<file path="config.mk">
export PLATFORM = sky130hd
export DESIGN_NAME = radio_fe_top
export DESIGN_NICKNAME = d
export VERILOG_FILES = /design/src/radio_fe_pkg.sv /design/src/fe_settings_wb.sv /design/src/pps_edge_sync.sv /design/src/tx_fe_corr.sv /design/src/rx_fe_corr.sv /design/src/radio_fe_top.sv
export VERILOG_INCLUDE_DIRS = /design/src
export SDC_FILE = /design/constraint.sdc
export NUM_CORES = 1
export LEC_CHECK = 0
export BUFFER_PORTS_ARGS = -buffer_cell sky130_fd_sc_hd__buf_4
export CAP_MARGIN = 20
export CELL_PAD_IN_SITES_DETAIL_PLACEMENT = 0
export CELL_PAD_IN_SITES_GLOBAL_PLACEMENT = 1
export CORE_ASPECT_RATIO = 1.4
export CORE_MARGIN = 2
export CORE_UTILIZATION = 44
export CTS_BUF_LIST = sky130_fd_sc_hd__clkbuf_8
export DETAILED_ROUTE_END_ITERATION = 8
export HOLD_SLACK_MARGIN = 0.08
export PLACE_DENSITY_LB_ADDON = 0.1
export SLEW_MARGIN = 15
export SYNTH_ARGS = -nofsm -noshare
export SYNTH_HDL_FRONTEND = slang
export SYNTH_SLANG_ARGS = --single-unit
</file>
<file path="constraint.sdc">
create_clock -name radio_clk -period 3.8 [get_ports radio_clk]
set_clock_uncertainty 0.15 [all_clocks]
set_input_delay 0.19 -clock radio_clk [delete_from_list [all_inputs] [get_ports radio_clk]]
set_output_delay 0.19 -clock radio_clk [all_outputs]
set_load 0.02 [all_outputs]
</file>
<file path="src/radio_fe_cfg.svh">
`ifndef RADIO_FE_CFG_SVH
`define RADIO_FE_CFG_SVH

// channel count and datapath widths
`define RADIO_FE_NUM_CHAN 2
`define SAMPLE_W          32
`define IQ_W              16
`define PPS_CNT_W         8

// wishbone, bit 8 of the address picks the channel
`define WB_ADR_W          9
`define WB_DAT_W          32

//////////////////////////////////////////////////
// register map, low 8 address bits
//////////////////////////////////////////////////
`define SR_MISC_OUT       8'd0
`define SR_MISC_IN        8'd1
`define SR_PPS_COUNT      8'd2   // same for both channels

`define SR_TX_FE_BASE     8'd224
`define SR_TX_OFFSET_I    (`SR_TX_FE_BASE + 8'd0)
`define SR_TX_OFFSET_Q    (`SR_TX_FE_BASE + 8'd1)
`define SR_TX_MUX         (`SR_TX_FE_BASE + 8'd4)   // bit 0 swap

`define SR_RX_FE_BASE     8'd232
`define SR_RX_OFFSET_I    (`SR_RX_FE_BASE + 8'd2)
`define SR_RX_OFFSET_Q    (`SR_RX_FE_BASE + 8'd3)
`define SR_RX_IQ_MAP      (`SR_RX_FE_BASE + 8'd4)   // bit 0 swap, bit 1 negate q

`endif

</file>
<file path="src/radio_fe_pkg.sv">
`default_nettype none

`include "radio_fe_cfg.svh"

package radio_fe_pkg;

   // one signed I or Q component
   typedef logic signed [`IQ_W-1:0] iq_t;

   // converter word, moved whole at the ports and split for correction
   typedef union packed {
      logic [`SAMPLE_W-1:0] raw;
      struct packed {
         iq_t i;   // upper half
         iq_t q;   // lower half
      } iq;
   } sample_t;

   // clamp a one-bit-wider sum back into iq_t range
   function automatic iq_t sat_iq(input logic signed [`IQ_W:0] sum);
      if (sum[`IQ_W] != sum[`IQ_W-1]) begin
         // overflow, sign bit tells which rail
         return sum[`IQ_W] ? {1'b1, {(`IQ_W-1){1'b0}}} : {1'b0, {(`IQ_W-1){1'b1}}};
      end
      return sum[`IQ_W-1:0];
   endfunction

endpackage

`default_nettype wire

</file>
<file path="src/fe_settings_wb.sv">
`timescale 1ns/1ns
`default_nettype none

`include "radio_fe_cfg.svh"

module fe_settings_wb
   import radio_fe_pkg::*;
(
   input  logic                         radio_clk,
   input  logic                         i_reset,
   // wishbone classic slave
   input  logic                         i_wb_cyc,
   input  logic                         i_wb_stb,
   input  logic                         i_wb_we,
   input  logic [`WB_ADR_W-1:0]         i_wb_adr,
   input  logic [`WB_DAT_W-1:0]         i_wb_dat,
   output logic                         o_wb_ack,
   output logic [`WB_DAT_W-1:0]         o_wb_dat,
   // status in
   input  logic [`PPS_CNT_W-1:0]        i_pps_count,
   input  logic [`WB_DAT_W-1:0]         i_misc_in [`RADIO_FE_NUM_CHAN],
   // correction fields per channel
   output iq_t                          o_tx_offset_i [`RADIO_FE_NUM_CHAN],
   output iq_t                          o_tx_offset_q [`RADIO_FE_NUM_CHAN],
   output logic [`RADIO_FE_NUM_CHAN-1:0] o_tx_swap,
   output iq_t                          o_rx_offset_i [`RADIO_FE_NUM_CHAN],
   output iq_t                          o_rx_offset_q [`RADIO_FE_NUM_CHAN],
   output logic [`RADIO_FE_NUM_CHAN-1:0] o_rx_swap,
   output logic [`RADIO_FE_NUM_CHAN-1:0] o_rx_negate_q,
   output logic [`WB_DAT_W-1:0]         o_misc_out [`RADIO_FE_NUM_CHAN]
);

   logic                  wb_req;
   logic                  wb_wr;
   logic                  chan;
   logic [`WB_ADR_W-2:0]  reg_addr;
   logic [`WB_DAT_W-1:0]  misc_in_r [`RADIO_FE_NUM_CHAN];
   logic [`WB_DAT_W-1:0]  rd_data;

   assign wb_req   = i_wb_cyc & i_wb_stb & ~o_wb_ack;   // one ack per request
   assign wb_wr    = wb_req & i_wb_we;
   assign chan     = i_wb_adr[`WB_ADR_W-1];
   assign reg_addr = i_wb_adr[`WB_ADR_W-2:0];

   //////////////////////////////////////////////////
   // register writes
   //////////////////////////////////////////////////
   always_ff @(posedge radio_clk) begin
      if (i_reset) begin
         for (int ch = 0; ch < `RADIO_FE_NUM_CHAN; ch++) begin
            o_tx_offset_i[ch] <= '0;
            o_tx_offset_q[ch] <= '0;
            o_rx_offset_i[ch] <= '0;
            o_rx_offset_q[ch] <= '0;
            o_misc_out[ch]    <= '0;
         end
         o_tx_swap     <= '0;
         o_rx_swap     <= '0;
         o_rx_negate_q <= '0;
      end else if (wb_wr) begin
         case (reg_addr)
            `SR_MISC_OUT:    o_misc_out[chan]    <= i_wb_dat;
            `SR_TX_OFFSET_I: o_tx_offset_i[chan] <= i_wb_dat[`IQ_W-1:0];
            `SR_TX_OFFSET_Q: o_tx_offset_q[chan] <= i_wb_dat[`IQ_W-1:0];
            `SR_TX_MUX:      o_tx_swap[chan]     <= i_wb_dat[0];
            `SR_RX_OFFSET_I: o_rx_offset_i[chan] <= i_wb_dat[`IQ_W-1:0];
            `SR_RX_OFFSET_Q: o_rx_offset_q[chan] <= i_wb_dat[`IQ_W-1:0];
            `SR_RX_IQ_MAP: begin
               o_rx_swap[chan]     <= i_wb_dat[0];
               o_rx_negate_q[chan] <= i_wb_dat[1];
            end
            default: ;   // read-only or unmapped
         endcase
      end
   end

   always_ff @(posedge radio_clk) begin
      misc_in_r <= i_misc_in;
   end

   //////////////////////////////////////////////////
   // readback and ack
   //////////////////////////////////////////////////
   always_comb begin
      rd_data = '0;   // unmapped reads zero
      case (reg_addr)
         `SR_MISC_OUT:    rd_data = o_misc_out[chan];
         `SR_MISC_IN:     rd_data = misc_in_r[chan];
         `SR_PPS_COUNT:   rd_data[`PPS_CNT_W-1:0] = i_pps_count;
         `SR_TX_OFFSET_I: rd_data[`IQ_W-1:0] = o_tx_offset_i[chan];
         `SR_TX_OFFSET_Q: rd_data[`IQ_W-1:0] = o_tx_offset_q[chan];
         `SR_TX_MUX:      rd_data[0] = o_tx_swap[chan];
         `SR_RX_OFFSET_I: rd_data[`IQ_W-1:0] = o_rx_offset_i[chan];
         `SR_RX_OFFSET_Q: rd_data[`IQ_W-1:0] = o_rx_offset_q[chan];
         `SR_RX_IQ_MAP:   rd_data[1:0] = {o_rx_negate_q[chan], o_rx_swap[chan]};
         default: ;
      endcase
   end

   always_ff @(posedge radio_clk) begin
      if (i_reset) o_wb_ack <= 1'b0;
      else         o_wb_ack <= wb_req;
   end

   always_ff @(posedge radio_clk) begin
      if (wb_req) o_wb_dat <= rd_data;   // held through the ack cycle
   end

endmodule

`default_nettype wire

</file>
<file path="src/pps_edge_sync.sv">
`timescale 1ns/1ns
`default_nettype none

`include "radio_fe_cfg.svh"

module pps_edge_sync (
   input  logic                  radio_clk,
   input  logic                  i_reset,
   input  logic                  i_pps,
   output logic [`PPS_CNT_W-1:0] o_pps_count
);

   logic pps_meta;   // first synchronizer flop
   logic pps_sync;
   logic pps_prev;
   logic pps_edge;

   // i_pps is asynchronous to radio_clk
   always_ff @(posedge radio_clk) begin
      if (i_reset) begin
         pps_meta    <= 1'b0;
         pps_sync    <= 1'b0;
         pps_prev    <= 1'b0;
         pps_edge    <= 1'b0;
         o_pps_count <= '0;
      end else begin
         pps_meta <= i_pps;
         pps_sync <= pps_meta;
         pps_prev <= pps_sync;
         pps_edge <= pps_sync & ~pps_prev;   // registered rising edge
         if (pps_edge) begin
            o_pps_count <= o_pps_count + 1'b1;   // wraps at 8 bits
         end
      end
   end

endmodule

`default_nettype wire

</file>
<file path="src/tx_fe_corr.sv">
`timescale 1ns/1ns
`default_nettype none

`include "radio_fe_cfg.svh"

module tx_fe_corr
   import radio_fe_pkg::*;
(
   input  logic    radio_clk,
   input  logic    i_reset,
   input  sample_t i_sample,
   input  iq_t     i_offset_i,
   input  iq_t     i_offset_q,
   input  logic    i_swap,
   output sample_t o_sample
);

   logic signed [`IQ_W:0] sum_i;
   logic signed [`IQ_W:0] sum_q;
   sample_t               corr_r;   // stage one result
   logic                  swap_r;

   //////////////////////////////////////////////////
   // stage one, dc offset
   //////////////////////////////////////////////////

   // one extra bit so the sum cannot wrap
   always_comb begin
      sum_i = i_sample.iq.i + i_offset_i;
      sum_q = i_sample.iq.q + i_offset_q;
   end

   always_ff @(posedge radio_clk) begin
      corr_r.iq.i <= sat_iq(sum_i);
      corr_r.iq.q <= sat_iq(sum_q);
   end

   // swap travels with its sample
   always_ff @(posedge radio_clk) begin
      if (i_reset) begin
         swap_r <= 1'b0;
      end else begin
         swap_r <= i_swap;
      end
   end

   //////////////////////////////////////////////////
   // stage two, i/q swap
   //////////////////////////////////////////////////
   always_ff @(posedge radio_clk) begin
      if (swap_r) begin
         o_sample.raw <= {corr_r.iq.q, corr_r.iq.i};   // halves exchanged
      end else begin
         o_sample.raw <= corr_r.raw;
      end
   end

endmodule

`default_nettype wire

</file>
<file path="src/rx_fe_corr.sv">
`timescale 1ns/1ns
`default_nettype none

`include "radio_fe_cfg.svh"

module rx_fe_corr
   import radio_fe_pkg::*;
(
   input  logic    radio_clk,
   input  logic    i_reset,
   input  sample_t i_sample,
   input  iq_t     i_offset_i,
   input  iq_t     i_offset_q,
   input  logic    i_swap,
   input  logic    i_negate_q,
   output sample_t o_sample
);

   logic signed [`IQ_W:0] diff_i;
   logic signed [`IQ_W:0] diff_q;
   sample_t               diff_r;   // stage one result
   logic                  swap_r;
   logic                  negate_r;
   sample_t               swapped;
   logic signed [`IQ_W:0] q_ext;
   logic signed [`IQ_W:0] q_neg;

   //////////////////////////////////////////////////
   // stage one, dc offset removal
   //////////////////////////////////////////////////
   always_comb begin
      diff_i = i_sample.iq.i - i_offset_i;
      diff_q = i_sample.iq.q - i_offset_q;
   end

   always_ff @(posedge radio_clk) begin
      diff_r.iq.i <= sat_iq(diff_i);
      diff_r.iq.q <= sat_iq(diff_q);
   end

   always_ff @(posedge radio_clk) begin
      if (i_reset) begin
         swap_r   <= 1'b0;
         negate_r <= 1'b0;
      end else begin
         swap_r   <= i_swap;     // mapping taken with the sample
         negate_r <= i_negate_q;
      end
   end

   //////////////////////////////////////////////////
   // stage two, swap then negate q
   //////////////////////////////////////////////////
   always_comb begin
      swapped.raw = swap_r ? {diff_r.iq.q, diff_r.iq.i} : diff_r.raw;
      q_ext       = swapped.iq.q;   // sign extend before negate
      q_neg       = -q_ext;
   end

   // -32768 negated clamps to 32767
   always_ff @(posedge radio_clk) begin
      o_sample.iq.i <= swapped.iq.i;
      o_sample.iq.q <= negate_r ? sat_iq(q_neg) : swapped.iq.q;
   end

endmodule

`default_nettype wire

</file>
<file path="src/radio_fe_top.sv">
`timescale 1ns/1ns
`default_nettype none

`include "radio_fe_cfg.svh"

module radio_fe_top
   import radio_fe_pkg::*;
(
   input  logic                 radio_clk,
   input  logic                 i_reset,
   // host bus
   input  logic                 i_wb_cyc,
   input  logic                 i_wb_stb,
   input  logic                 i_wb_we,
   input  logic [`WB_ADR_W-1:0] i_wb_adr,
   input  logic [`WB_DAT_W-1:0] i_wb_dat,
   output logic                 o_wb_ack,
   output logic [`WB_DAT_W-1:0] o_wb_dat,
   input  logic                 i_pps,
   // converter streams, one word per clock
   input  logic [`SAMPLE_W-1:0] i_rx0,
   input  logic [`SAMPLE_W-1:0] i_rx1,
   input  logic [`SAMPLE_W-1:0] i_tx0,
   input  logic [`SAMPLE_W-1:0] i_tx1,
   output logic [`SAMPLE_W-1:0] o_rx0,
   output logic [`SAMPLE_W-1:0] o_rx1,
   output logic [`SAMPLE_W-1:0] o_tx0,
   output logic [`SAMPLE_W-1:0] o_tx1,
   // misc words
   input  logic [`WB_DAT_W-1:0] i_misc_in0,
   input  logic [`WB_DAT_W-1:0] i_misc_in1,
   output logic [`WB_DAT_W-1:0] o_misc_out0,
   output logic [`WB_DAT_W-1:0] o_misc_out1
);

   iq_t                          tx_offset_i [`RADIO_FE_NUM_CHAN];
   iq_t                          tx_offset_q [`RADIO_FE_NUM_CHAN];
   iq_t                          rx_offset_i [`RADIO_FE_NUM_CHAN];
   iq_t                          rx_offset_q [`RADIO_FE_NUM_CHAN];
   logic [`RADIO_FE_NUM_CHAN-1:0] tx_swap;
   logic [`RADIO_FE_NUM_CHAN-1:0] rx_swap;
   logic [`RADIO_FE_NUM_CHAN-1:0] rx_negate_q;
   logic [`PPS_CNT_W-1:0]        pps_count;
   logic [`WB_DAT_W-1:0]         misc_in [`RADIO_FE_NUM_CHAN];
   logic [`WB_DAT_W-1:0]         misc_out [`RADIO_FE_NUM_CHAN];

   assign misc_in[0]  = i_misc_in0;
   assign misc_in[1]  = i_misc_in1;
   assign o_misc_out0 = misc_out[0];   // straight from the register
   assign o_misc_out1 = misc_out[1];

   //////////////////////////////////////////////////
   // settings and pps
   //////////////////////////////////////////////////
   fe_settings_wb i_fe_settings_wb (
      .radio_clk     (radio_clk),
      .i_reset       (i_reset),
      .i_wb_cyc      (i_wb_cyc),
      .i_wb_stb      (i_wb_stb),
      .i_wb_we       (i_wb_we),
      .i_wb_adr      (i_wb_adr),
      .i_wb_dat      (i_wb_dat),
      .o_wb_ack      (o_wb_ack),
      .o_wb_dat      (o_wb_dat),
      .i_pps_count   (pps_count),
      .i_misc_in     (misc_in),
      .o_tx_offset_i (tx_offset_i),
      .o_tx_offset_q (tx_offset_q),
      .o_tx_swap     (tx_swap),
      .o_rx_offset_i (rx_offset_i),
      .o_rx_offset_q (rx_offset_q),
      .o_rx_swap     (rx_swap),
      .o_rx_negate_q (rx_negate_q),
      .o_misc_out    (misc_out)
   );

   pps_edge_sync i_pps_edge_sync (
      .radio_clk   (radio_clk),
      .i_reset     (i_reset),
      .i_pps       (i_pps),
      .o_pps_count (pps_count)
   );

   //////////////////////////////////////////////////
   // per channel correction
   //////////////////////////////////////////////////
   tx_fe_corr i_tx_fe_corr0 (
      .radio_clk (radio_clk), .i_reset (i_reset),
      .i_sample  (i_tx0),
      .i_offset_i(tx_offset_i[0]), .i_offset_q(tx_offset_q[0]),
      .i_swap    (tx_swap[0]),
      .o_sample  (o_tx0)
   );

   tx_fe_corr i_tx_fe_corr1 (
      .radio_clk (radio_clk), .i_reset (i_reset),
      .i_sample  (i_tx1),
      .i_offset_i(tx_offset_i[1]), .i_offset_q(tx_offset_q[1]),
      .i_swap    (tx_swap[1]),
      .o_sample  (o_tx1)
   );

   rx_fe_corr i_rx_fe_corr0 (
      .radio_clk (radio_clk), .i_reset (i_reset),
      .i_sample  (i_rx0),
      .i_offset_i(rx_offset_i[0]), .i_offset_q(rx_offset_q[0]),
      .i_swap    (rx_swap[0]), .i_negate_q(rx_negate_q[0]),
      .o_sample  (o_rx0)
   );

   rx_fe_corr i_rx_fe_corr1 (
      .radio_clk (radio_clk), .i_reset (i_reset),
      .i_sample  (i_rx1),
      .i_offset_i(rx_offset_i[1]), .i_offset_q(rx_offset_q[1]),
      .i_swap    (rx_swap[1]), .i_negate_q(rx_negate_q[1]),
      .o_sample  (o_rx1)
   );

endmodule

`default_nettype wire

</file>
* Yosys cells after proc, flatten, opt, wreduce, memory -nomap -nowiden
Index checks and enable logic that the tools add are counted.
** Storage, ports and cells
- Register bits :: 569
- Logic and storage cells :: 175
- Memories :: 0
- Input bits :: 239
- Latch bits :: 0
- Memory bits (read-only) :: 0
- Output and inout bits :: 225
- RAM bits :: 0
** Cells by class
- $lt $le $gt $ge :: 4
- Div/mod/pow operators :: 0
- Add/sub/neg operators :: 11
- Equality and inequality tests :: 18
- Shift operators :: 0
- Multiply operators :: 0
- Reduce and logical (&&, ||, !) cells :: 10
- Bitwise gates (word level) :: 7
- Multiplexer cells :: 89
** Operators by type and width (count)
- 16-bit two-way mux :: 45
- 32-bit two-way mux :: 11
- 32-bit bitwise mux :: 4
- 16-bit by 16-bit adder with 17-bit output :: 4
- 16-bit by 16-bit subtractor with 17-bit output :: 4
- 64-bit bitwise mux :: 1
- 8-bit equality test, second input constant :: 6
- 8-bit case mux with 6 select lines :: 1
- 6-bit case mux with 7 select lines :: 1
- 16-bit negator with 17-bit output :: 2
- 32-bit demux with 1-bit select :: 1
- 16-bit case mux with 2 select lines :: 1
- 1-bit two-way mux :: 17
- 16-bit demux with 1-bit select :: 1
- 2-bit AND reduction :: 7
- 1-bit != test :: 10
- 1-bit case mux with 9 select lines :: 1
- 8-bit by 1-bit adder with 8-bit output, second input constant :: 1
- 8-bit by 1-bit equality test with 1-bit output, second input constant :: 1
- 8-bit by 2-bit equality test with 1-bit output, second input constant :: 1
- 8-bit logical NOT :: 1
- 1-bit case mux with 8 select lines :: 1
- 2-bit bitwise mux :: 3
- 1-bit AND :: 4
- other kinds (8) :: 10

* Depth between registers and ports, before layout
Gate-level depths: netlist (run 1).
- Depth after elaboration :: 6
- Depth in mapped cells :: 14
- Gate-level depth less buffers :: 12

* By module
Synthesis (run 1) repeated with hierarchy kept, for this count alone.
** Second synthesis, totals
- Cell total of the unflattened synthesis :: 3068
- Area total of the unflattened synthesis :: 28489.8 sq um
** By module, submodules not included
- fe_settings_wb :: area each 11876.4 sq um, cells each 1237, instances 1, seq. area each 6226.0 sq um
- rx_fe_corr at i_rx_fe_corr1 :: area each 4571.9 sq um, cells each 547, instances 1, seq. area each 1321.3 sq um
- rx_fe_corr at i_rx_fe_corr0 :: area each 4078.9 sq um, cells each 466, instances 1, seq. area each 1321.3 sq um
- tx_fe_corr at i_tx_fe_corr0 :: area each 4037.6 sq um, cells each 439, instances 1, seq. area each 1301.2 sq um
- tx_fe_corr at i_tx_fe_corr1 :: area each 3480.8 sq um, cells each 334, instances 1, seq. area each 1301.2 sq um
- pps_edge_sync :: area each 444.2 sq um, cells each 45, instances 1, seq. area each 240.2 sq um

* Least setup slack after synthesis (run 1)
OpenSTA, ideal clock, no wires.
- Path type :: reg2reg
- Start point :: register i_fe_settings_wb.o_wb_ack
- End point :: register i_fe_settings_wb.o_rx_offset_i[10] (netlist name)
- Data arrival time :: 3263 ps
- Cell stages (with the launch flop) :: 7
- Slack :: 317 ps
- Path buffers :: 1
- Library setup time :: 70 ps
- Path through :: dfxtp_1 > nor2_1 > nand3_1 > nor3_2 > clkbuf_1 > nand2_1 > a21oi_1
** On the way
- Cells in the longest elaborated chain, start to end :: 4
** RTL lines
- start, declared :: line fe_settings_wb.sv:17 : output logic o_wb_ack,
- start signal, assigned :: line fe_settings_wb.sv:102 : else o_wb_ack <= wb_req;
- 1-bit inverter :: line fe_settings_wb.sv:40 : assign wb_req = i_wb_cyc & i_wb_stb & ~o_wb_ack;
- 1-bit AND :: line fe_settings_wb.sv:40
- named net i_fe_settings_wb.wb_req :: line fe_settings_wb.sv:33 : logic wb_req;
- 1-bit AND :: line fe_settings_wb.sv:41 : assign wb_wr = wb_req & i_wb_we;
- 2-bit AND reduction (no line)
- end signal, assigned by index :: line fe_settings_wb.sv:66 : `SR_RX_OFFSET_I: o_rx_offset_i[chan] <= i_wb_dat[`IQ_W-1:0];
- end, declared :: line fe_settings_wb.sv:26 : output iq_t o_rx_offset_i [`RADIO_FE_NUM_CHAN],
The timed path passes the listed nets, and every way through them passes these cells.
A chain may end at the register's enable or synchronous reset.

* Worst setup path after layout (run 1)
- Start point :: register i_fe_settings_wb.o_tx_offset_i[16] (netlist name)
- End point :: register i_tx_fe_corr0.corr_r[17] (netlist name)
** On the way
- Cells in the longest elaborated chain, start to end :: 4
- Elaborated cells on any way between the ends :: 6
** RTL lines
- start, declared :: line fe_settings_wb.sv:23 : output iq_t o_tx_offset_i [`RADIO_FE_NUM_CHAN],
- start signal, assigned by index :: line fe_settings_wb.sv:63 : `SR_TX_OFFSET_I: o_tx_offset_i[chan] <= i_wb_dat[`IQ_W-1:0];
- 16-bit by 16-bit adder with 17-bit output * :: line tx_fe_corr.sv:29 : sum_i = i_sample.iq.i + i_offset_i;
- 16-bit two-way mux / 1-bit != test (equally long branches) :: line radio_fe_pkg.sv:23, radio_fe_pkg.sv:21
- 16-bit two-way mux / 1-bit two-way mux (equally long branches) :: line radio_fe_pkg.sv:21 : if (sum[`IQ_W] != sum[`IQ_W-1]) begin
- 16-bit two-way mux * :: line radio_fe_pkg.sv:25 : return sum[`IQ_W-1:0];
- end, declared :: line tx_fe_corr.sv:20 : sample_t corr_r;
Mark *: on every way between the ends. The rest lies on a longest branch, timed or not. The select of a mux whose other input is x is not followed.

==> results of run 1 <==
-- critical path, cell delays in order, from the launching register on --
cell,delay (ns)
dfxtp_1,0.37
ha_1,0.19
inv_1,0.06
fa_1,0.42
nand2b_1,0.18
a211o_1,0.26
nand3_1,0.16
o41a_1,0.20
o21ai_0,0.10
a22oi_2,0.38
nand2_2,0.32
o21ai_2,0.12
dlygate4sd3_1,0.57
-- registers in the layout, indices dropped and copies added, names as in the netlist, 2 cells and up --
name	cells
i_fe_settings_wb.o_rx_swap	2
i_rx_fe_corr1.diff_r	32
i_rx_fe_corr0.o_sample	32
i_fe_settings_wb.o_wb_dat	32
i_fe_settings_wb.o_tx_offset_i	32
i_tx_fe_corr0.o_sample	32
i_tx_fe_corr1.corr_r	32
i_fe_settings_wb.o_rx_offset_i	32
i_tx_fe_corr0.corr_r	32
i_fe_settings_wb.o_tx_offset_q	32
i_fe_settings_wb.o_rx_offset_q	32
i_pps_edge_sync.o_pps_count	8
i_fe_settings_wb.misc_in_r	64
i_fe_settings_wb.o_misc_out	64
i_fe_settings_wb.o_rx_negate_q	2
i_fe_settings_wb.o_tx_swap	2
i_rx_fe_corr0.diff_r	32
i_rx_fe_corr1.o_sample	32
i_tx_fe_corr1.o_sample	32
-- synth_stat cells (18+ instances only) --
master	n	area share, %
nor3_1	21	0.40
nor2b_1	26	0.62
buf_2	38	0.72
o21ai_0	88	1.7
ha_1	131	6.2
nor2_1	126	1.8
a21oi_1	342	6.5
mux2_2	105	4.5
o21ai_1	70	1.3
clkbuf_1	81	1.1
o22ai_1	30	0.71
a21o_1	50	1.4
inv_1	120	1.7
o21a_1	24	0.68
dfxtp_1	537	41
nand3_1	33	0.62
o211ai_1	18	0.51
nand2b_1	23	0.54
xor2_1	53	1.8
nand2_1	490	7.0
mux2i_1	111	4.2
edfxtp_1	32	3.6
xnor2_1	67	2.2
a22oi_1	29	0.82
-- kinds of logic (layout without fill, tap and decap cells) --
logic type,Yosys count,in the layout,synth area share [%]
simple gates,802,802,13.3
buf+inv,262,1125,4.10
xor+xnor,121,121,4.04
flops,569,569,44.3
fa+ha+maj,155,155,7.42
mux,219,219,8.93
compound gates,773,773,17.9
other cells,0,6,0
-- metrics by stage --
step,hold slack (ns),area [um2],util (%)
after floorplan,0.0677,26400,-
after global placement,0.145,30500,51.2
after detailed placement,0.146,30500,51.2
after CTS,0.0853,36000,60.4
after global routing,0.150,36000,60.5
final,0.144,36000,60.5
-- final timing paths --
| kind | to | slack (ns) | cells past startpoint |
|---|---|---|---|
| setup / recovery | i_tx_fe_corr0.corr_r[17]$_DFF_P_ | 0.26 | 12 |
| hold / removal | i_fe_settings_wb.o_misc_out[19]$_SDFFE_PP0P_ | 0.14 | 4 |
| setup reg to reg | i_tx_fe_corr0.corr_r[17]$_DFF_P_ | 0.26 | 12 |
| hold reg to reg | i_pps_edge_sync.pps_edge$_SDFF_PP0_ | 0.24 | 1 |
-- power groups by stage --
stage          Sequential [mW]  Clock (mW)  Combinational, mW
2_1_floorplan             6.88           0              0.835
3_3_place_gp              6.73           0               1.82
3_5_place_dp              6.74           0               1.83
4_1_cts                   6.61        5.79               2.15
5_1_grt                   6.64        6.05               2.31
6_report                  6.61        5.70               2.16
-- per-layer routing --
layer,wire (um),part of all wire (%)
met1,36400,38
met2,50100,52
met3,5270,5.5
met4,4500,4.7
met5,0,0
-- cell type report --
class                           instances  area [um2]  share of cell area (%)
Multi-Input combinational cell       2070       13700                    37.9
Sequential cell                       569       11700                    32.5
Timing Repair Buffer                  845        7240                    20.1
Clock buffer                          110        1510                    4.21
Tap cell                              756         946                    2.63
Clock inverter                         50         467                    1.30
Inverter                              120         450                    1.25
Antenna cell                            6        15.0                  0.0417
-- what timing repair did --
item	4_1_cts	5_1_grt
hold buffers	350	0
endpoints found under the setup margin	0	0
hold endpoints to repair	421	0
==> summary.md, run 1 <==
| Metric | Value |
|---|---|
| Worst-Skew Late Latency | 0.71 ns |
| Flop and latch count out of synthesis | 569 |
| Drt first pass iters | 6 |
| Final period util | 93.1% |
| Max-cap violation count | 0 |
| IO Count | 464 |
| Largest net degree at the start of global routing | 122 |
| Die height | 294 um |
| RSZ-0062 raised after global routing | no |
| Count of buffers from port buffering | 463 |
| DR WL/cell | 21.3 um |
| Post-synth EDFFs | 32 |
| Residual DRC | 0 |
| Share of post-route cells with drive strength above 1 | 21.1% |
| Final std cells w/o fill | 4,526 |
| Worst Tran Pin Value | 1.09 ns |
| Worst-path fanout max | 12 |
| Area growth syn-to-layout | 36.1% |
| Final antenna-violating net count | 0 |
| FILL cells | 5,214 |
| Peak supply drop | 0.000389 V |
| Setup ws final | 0.263 ns |
| Die width | 211 um |
| Worst endpoint required time | 4.28 ns |
| Switching fraction of total power | 26.7% |
| Final setup viols | 0 |
| Slew Viols, Final | 0 |
| Grt met1 use | 33.8% |
| WS Path Type | reg2reg |
| Clock tree buffer depth | 3 |
| P_sw | 3.87 mW |
| Post-synth cell types | 93 |
| Startpoint Class | flip-flop |
| Met3 Usage GRT | 4.46% |
| Clk slew on worst S/H paths | 0.07 ns |
| First-pass GRT wire length | 143 mm |
| Setup TNS Final | 0 ns |
| Total Routing Usage GR | 30.3% |
| Post-Syn Instances | 2,901 |
| Post-cts sizing count | 0 |
| M2 GR Usage | 55.8% |
| Fmax | 283 MHz |
| RD Place Congestion | 0.929 |
| Worst Setup SP | i_fe_settings_wb.o_tx_offset_i[16]$_SDFFE_PP0P_ |
| Reg power frac | 45.7% |
| CTS Root Cell | clkbuf_8 |
| H-tree Lvls | 3 |
| Initial antenna violation count | 6 |
| Internal Dissipation | 10.6 mW |
| Vias in the first global route | 24,547 |
| CTS tree | done |
| Total Nets Final | 4,073 |
| Vias per cell | 5.38 |
| Final Hold Violating Endpoints | 0 |
| Final Power | 14.5 mW |
| Status | complete, no violations |
| Comb pwr share | 14.9% |
| Detailed placement HPWL | 71.0 mm |
| Total global routing overflow | 0 |
| Iter 0 DRT Violations | 1,464 |
| Vias | 24,355 |
| Worst r2r src | i_fe_settings_wb.o_tx_offset_i[16]$_SDFFE_PP0P_ |
| Row count | 106 |
| Endpoint class of the critical path | flip-flop |
| Synth warn | 0 |
| Initial Util | 44.4% |
| Rel. slew slack | 26.8% |
| Clock group share of total power | 39.4% |
| Worst min-delay path class | in2reg |
| Place WS | 0.444 ns |
| Pwr dens | 402 nW/um2 |
| Post-Route WL | 96.2 mm |
| Commonest cells after routing, fill and taps aside | 536 x dfxtp_1, 493 x buf_4, 490 x nand2_1 |
| Ys async rst share | 0% |
| Post-Syn Nets | 3,279 |
| Sequential area share after synthesis | 44.3% |
| Min Tclk post-route | 3.54 ns |
| Pleak | 14.5 nW |
| Num CTS Buffers | 89 |
| Commonest non-fill, non-tap cell in the layout | dfxtp_1 |
| Arrival @ worst endpoint | 4.02 ns |
| DIE AREA | 62,100 um2 |
| Setup bufs post-CTS | 0 |
| Cells after DPL | 4,010 |
| Min-delay src | i_wb_dat[19] |
| Post-Syn Area | 26,400 um2 |
| CORE AREA | 59,500 um2 |
| Sink Count | 569 |
| Mean Syn Cell Area | 9.12 um2 |
| Gr busiest metal | met2 |
| Top FF cell, synth | dfxtp_1 |
(Power assumes the default switching activity.)
==> run 2: changes to the inputs <==
--- a/config.mk
+++ b/config.mk
@@ -17,6 +17,7 @@
 export DETAILED_ROUTE_END_ITERATION = 8
 export HOLD_SLACK_MARGIN = 0.08
 export PLACE_DENSITY_LB_ADDON = 0.1
+export RECOVER_POWER = 25
 export SLEW_MARGIN = 15
 export SYNTH_ARGS = -nofsm -noshare
 export SYNTH_HDL_FRONTEND = slang
==> constraint.sdc (replaced) <==
create_clock -name radio_clk -period 3.6 [get_ports radio_clk]
set_clock_uncertainty 0.15 [all_clocks]
set_input_delay 0.18 -clock radio_clk [delete_from_list [all_inputs] [get_ports radio_clk]]
set_output_delay 0.18 -clock radio_clk [all_outputs]
set_load 0.02 [all_outputs]
==> run 2 against run 1 <==
The flow now finishes with violations (max-capacitance violations, max-slew violations). First-iteration DRC count up 7.2%. Non-clock buffer count up 27. Combinational power up 4%. Largest cell class unchanged. Die area unchanged. Final area about the same. Highest routed layer is now met5. Setup slack worse by 0.094 ns. Clock power up 1%. Flip-flop and latch count unchanged. Hold slack worse by 0.030 ns.
==> summary.md, run 2 (same netlist as run 1, synthesis figures left out) <==
| Metric | Value |
|---|---|
| CTS tree | done |
| Status | finished, violations left |
| Share of post-route cells with drive strength above 1 | 20.0% |
| Final antenna-violating net count | 0 |
| Slew Viols, Final | 181 |
| Fin area | 36,000 um2 |
| Sink Count | 569 |
| Total Routing Usage GR | 30.6% |
| First-pass GRT wire length | 144 mm |
| CORE AREA | 59,500 um2 |
| Residual DRC | 0 |
| WS Path Type | reg2reg |
| Clock tree buffer depth | 3 |
| IO Count | 464 |
| CTS Root Cell | clkbuf_8 |
| Max-cap violation count | 3 |
| Sequential Area | 11,700 um2 |
| Largest net degree at the start of global routing | 115 |
| Total global routing overflow | 0 |
| Min Tclk post-route | 3.43 ns |
| Commonest non-fill, non-tap cell in the layout | dfxtp_1 |
| Pleak | 14.4 nW |
| Iter 0 DRT Violations | 1,570 |
| Setup ws final | 0.169 ns |
| Worst min-delay path class | in2reg |
| Final Power | 15.0 mW |
| Worst endpoint required time | 4.04 ns |
| Commonest cells after routing, fill and taps aside | 537 x dfxtp_1, 489 x nand2_1, 389 x buf_4 |
| Worst Tran Pin Value | 2.69 ns |
| Total Nets Final | 4,100 |
| Fmax | 291 MHz |
| Clk slew on worst S/H paths | 0.06 ns |
| Setup TNS Final | 0 ns |
| DIE AREA | 62,100 um2 |
| Rel. slew slack | -79.5% |
| Multi-input gate area | 13,700 um2 |
| Vias per cell | 5.36 |
| Initial antenna violation count | 8 |
| Initial Util | 44.4% |
| Worst-Skew Late Latency | 0.72 ns |
| Row count | 106 |
| Worst-path fanout max | 11 |
| Die width | 211 um |
| Area after DPL | 30,600 um2 |
| Vias | 24,402 |
| Die height | 294 um |
| Largest registers | i_fe_settings_wb.misc_in_r: 64 flops, i_fe_settings_wb.o_misc_out: 64 flops |
| Hold_ws | 0.114 ns |
| Area growth syn-to-layout | 36.1% |
| Final setup viols | 0 |
| Drt first pass iters | 7 |
| Final std cells w/o fill | 4,555 |
| Peak supply drop | 0.000326 V |
| Failing checks | max-capacitance violations, max-slew violations |
| Final Hold Violating Endpoints | 0 |
| Final Util | 60.4% |
| Cells after DPL | 4,020 |
| H-tree Lvls | 3 |
| DR WL/cell | 21.4 um |
| Final period util | 95.3% |
| Arrival @ worst endpoint | 3.87 ns |
| Count of buffers from port buffering | 463 |
| Place WS | 0.352 ns |
| Pwr dens | 417 nW/um2 |
| RD Place Congestion | 0.924 |
| Vias in the first global route | 24,707 |
| Startpoint Class | flip-flop |
| Post-Route WL | 97.3 mm |
| Endpoint class of the critical path | flip-flop |
| FILL cells | 5,243 |
| Num CTS Buffers | 89 |
| Detailed placement HPWL | 71.4 mm |
run 2: repair_timing:
item	in CTS	in global routing
hold buffers	363	0
setup buffers	0	4
endpoints found under the hold margin	416	0
setup endpoints to repair	0	10
resized for setup	0	9
run 2: layout make-up:
cell class	count	area share, %
multi-input combinational	2070	38.0
sequential	569	32.5
timing repair buffer	872	20.2
clock buffer	115	4.40
tap	756	2.63
inverter	120	1.25
clock inverter	45	0.887
antenna	8	0.0556
run 2: power by group:
group,internal (mW),leakage [nW],switching [mW]
Sequential,6.76,4.74,0.218
Combinational,1.08,8.62,1.16
Clock,3.11,1.06,2.67
run 2: critical path: stages, from the launching register on:
cell	delay, ns
dfxtp_1	0.39
ha_1	0.32
a21o_1	0.20
a21o_1	0.18
a211oi_2	0.25
a21bo_4	0.28
a311oi_4	0.32
xnor2_2	0.19
nor2_4	0.36
o21ai_2	0.10
dlygate4sd3_1	0.57
run 2: path summary, 6_finish.rpt:
kind                                                             to  depth (start not counted)                                             from  slack [ns]
worst max-delay path               i_tx_fe_corr0.corr_r[20]$_DFF_P_                         10  i_fe_settings_wb.o_tx_offset_i[24]$_SDFFE_PP0P_        0.17
worst min register to register  i_pps_edge_sync.pps_edge$_SDFF_PP0_                          1              i_pps_edge_sync.pps_prev$_SDFF_PP0_        0.24
worst min-delay path               i_tx_fe_corr1.corr_r[30]$_DFF_P_                          5                                        i_tx1[30]        0.11
worst max register to register     i_tx_fe_corr0.corr_r[20]$_DFF_P_                         10  i_fe_settings_wb.o_tx_offset_i[24]$_SDFFE_PP0P_        0.17
run 2: routing by layer:
layer  GRT usage [%]  share of wire, %
met1            33.8                37
met2            54.6                51
met3            4.69               5.5
met4            19.5               6.4
met5               0             0.020
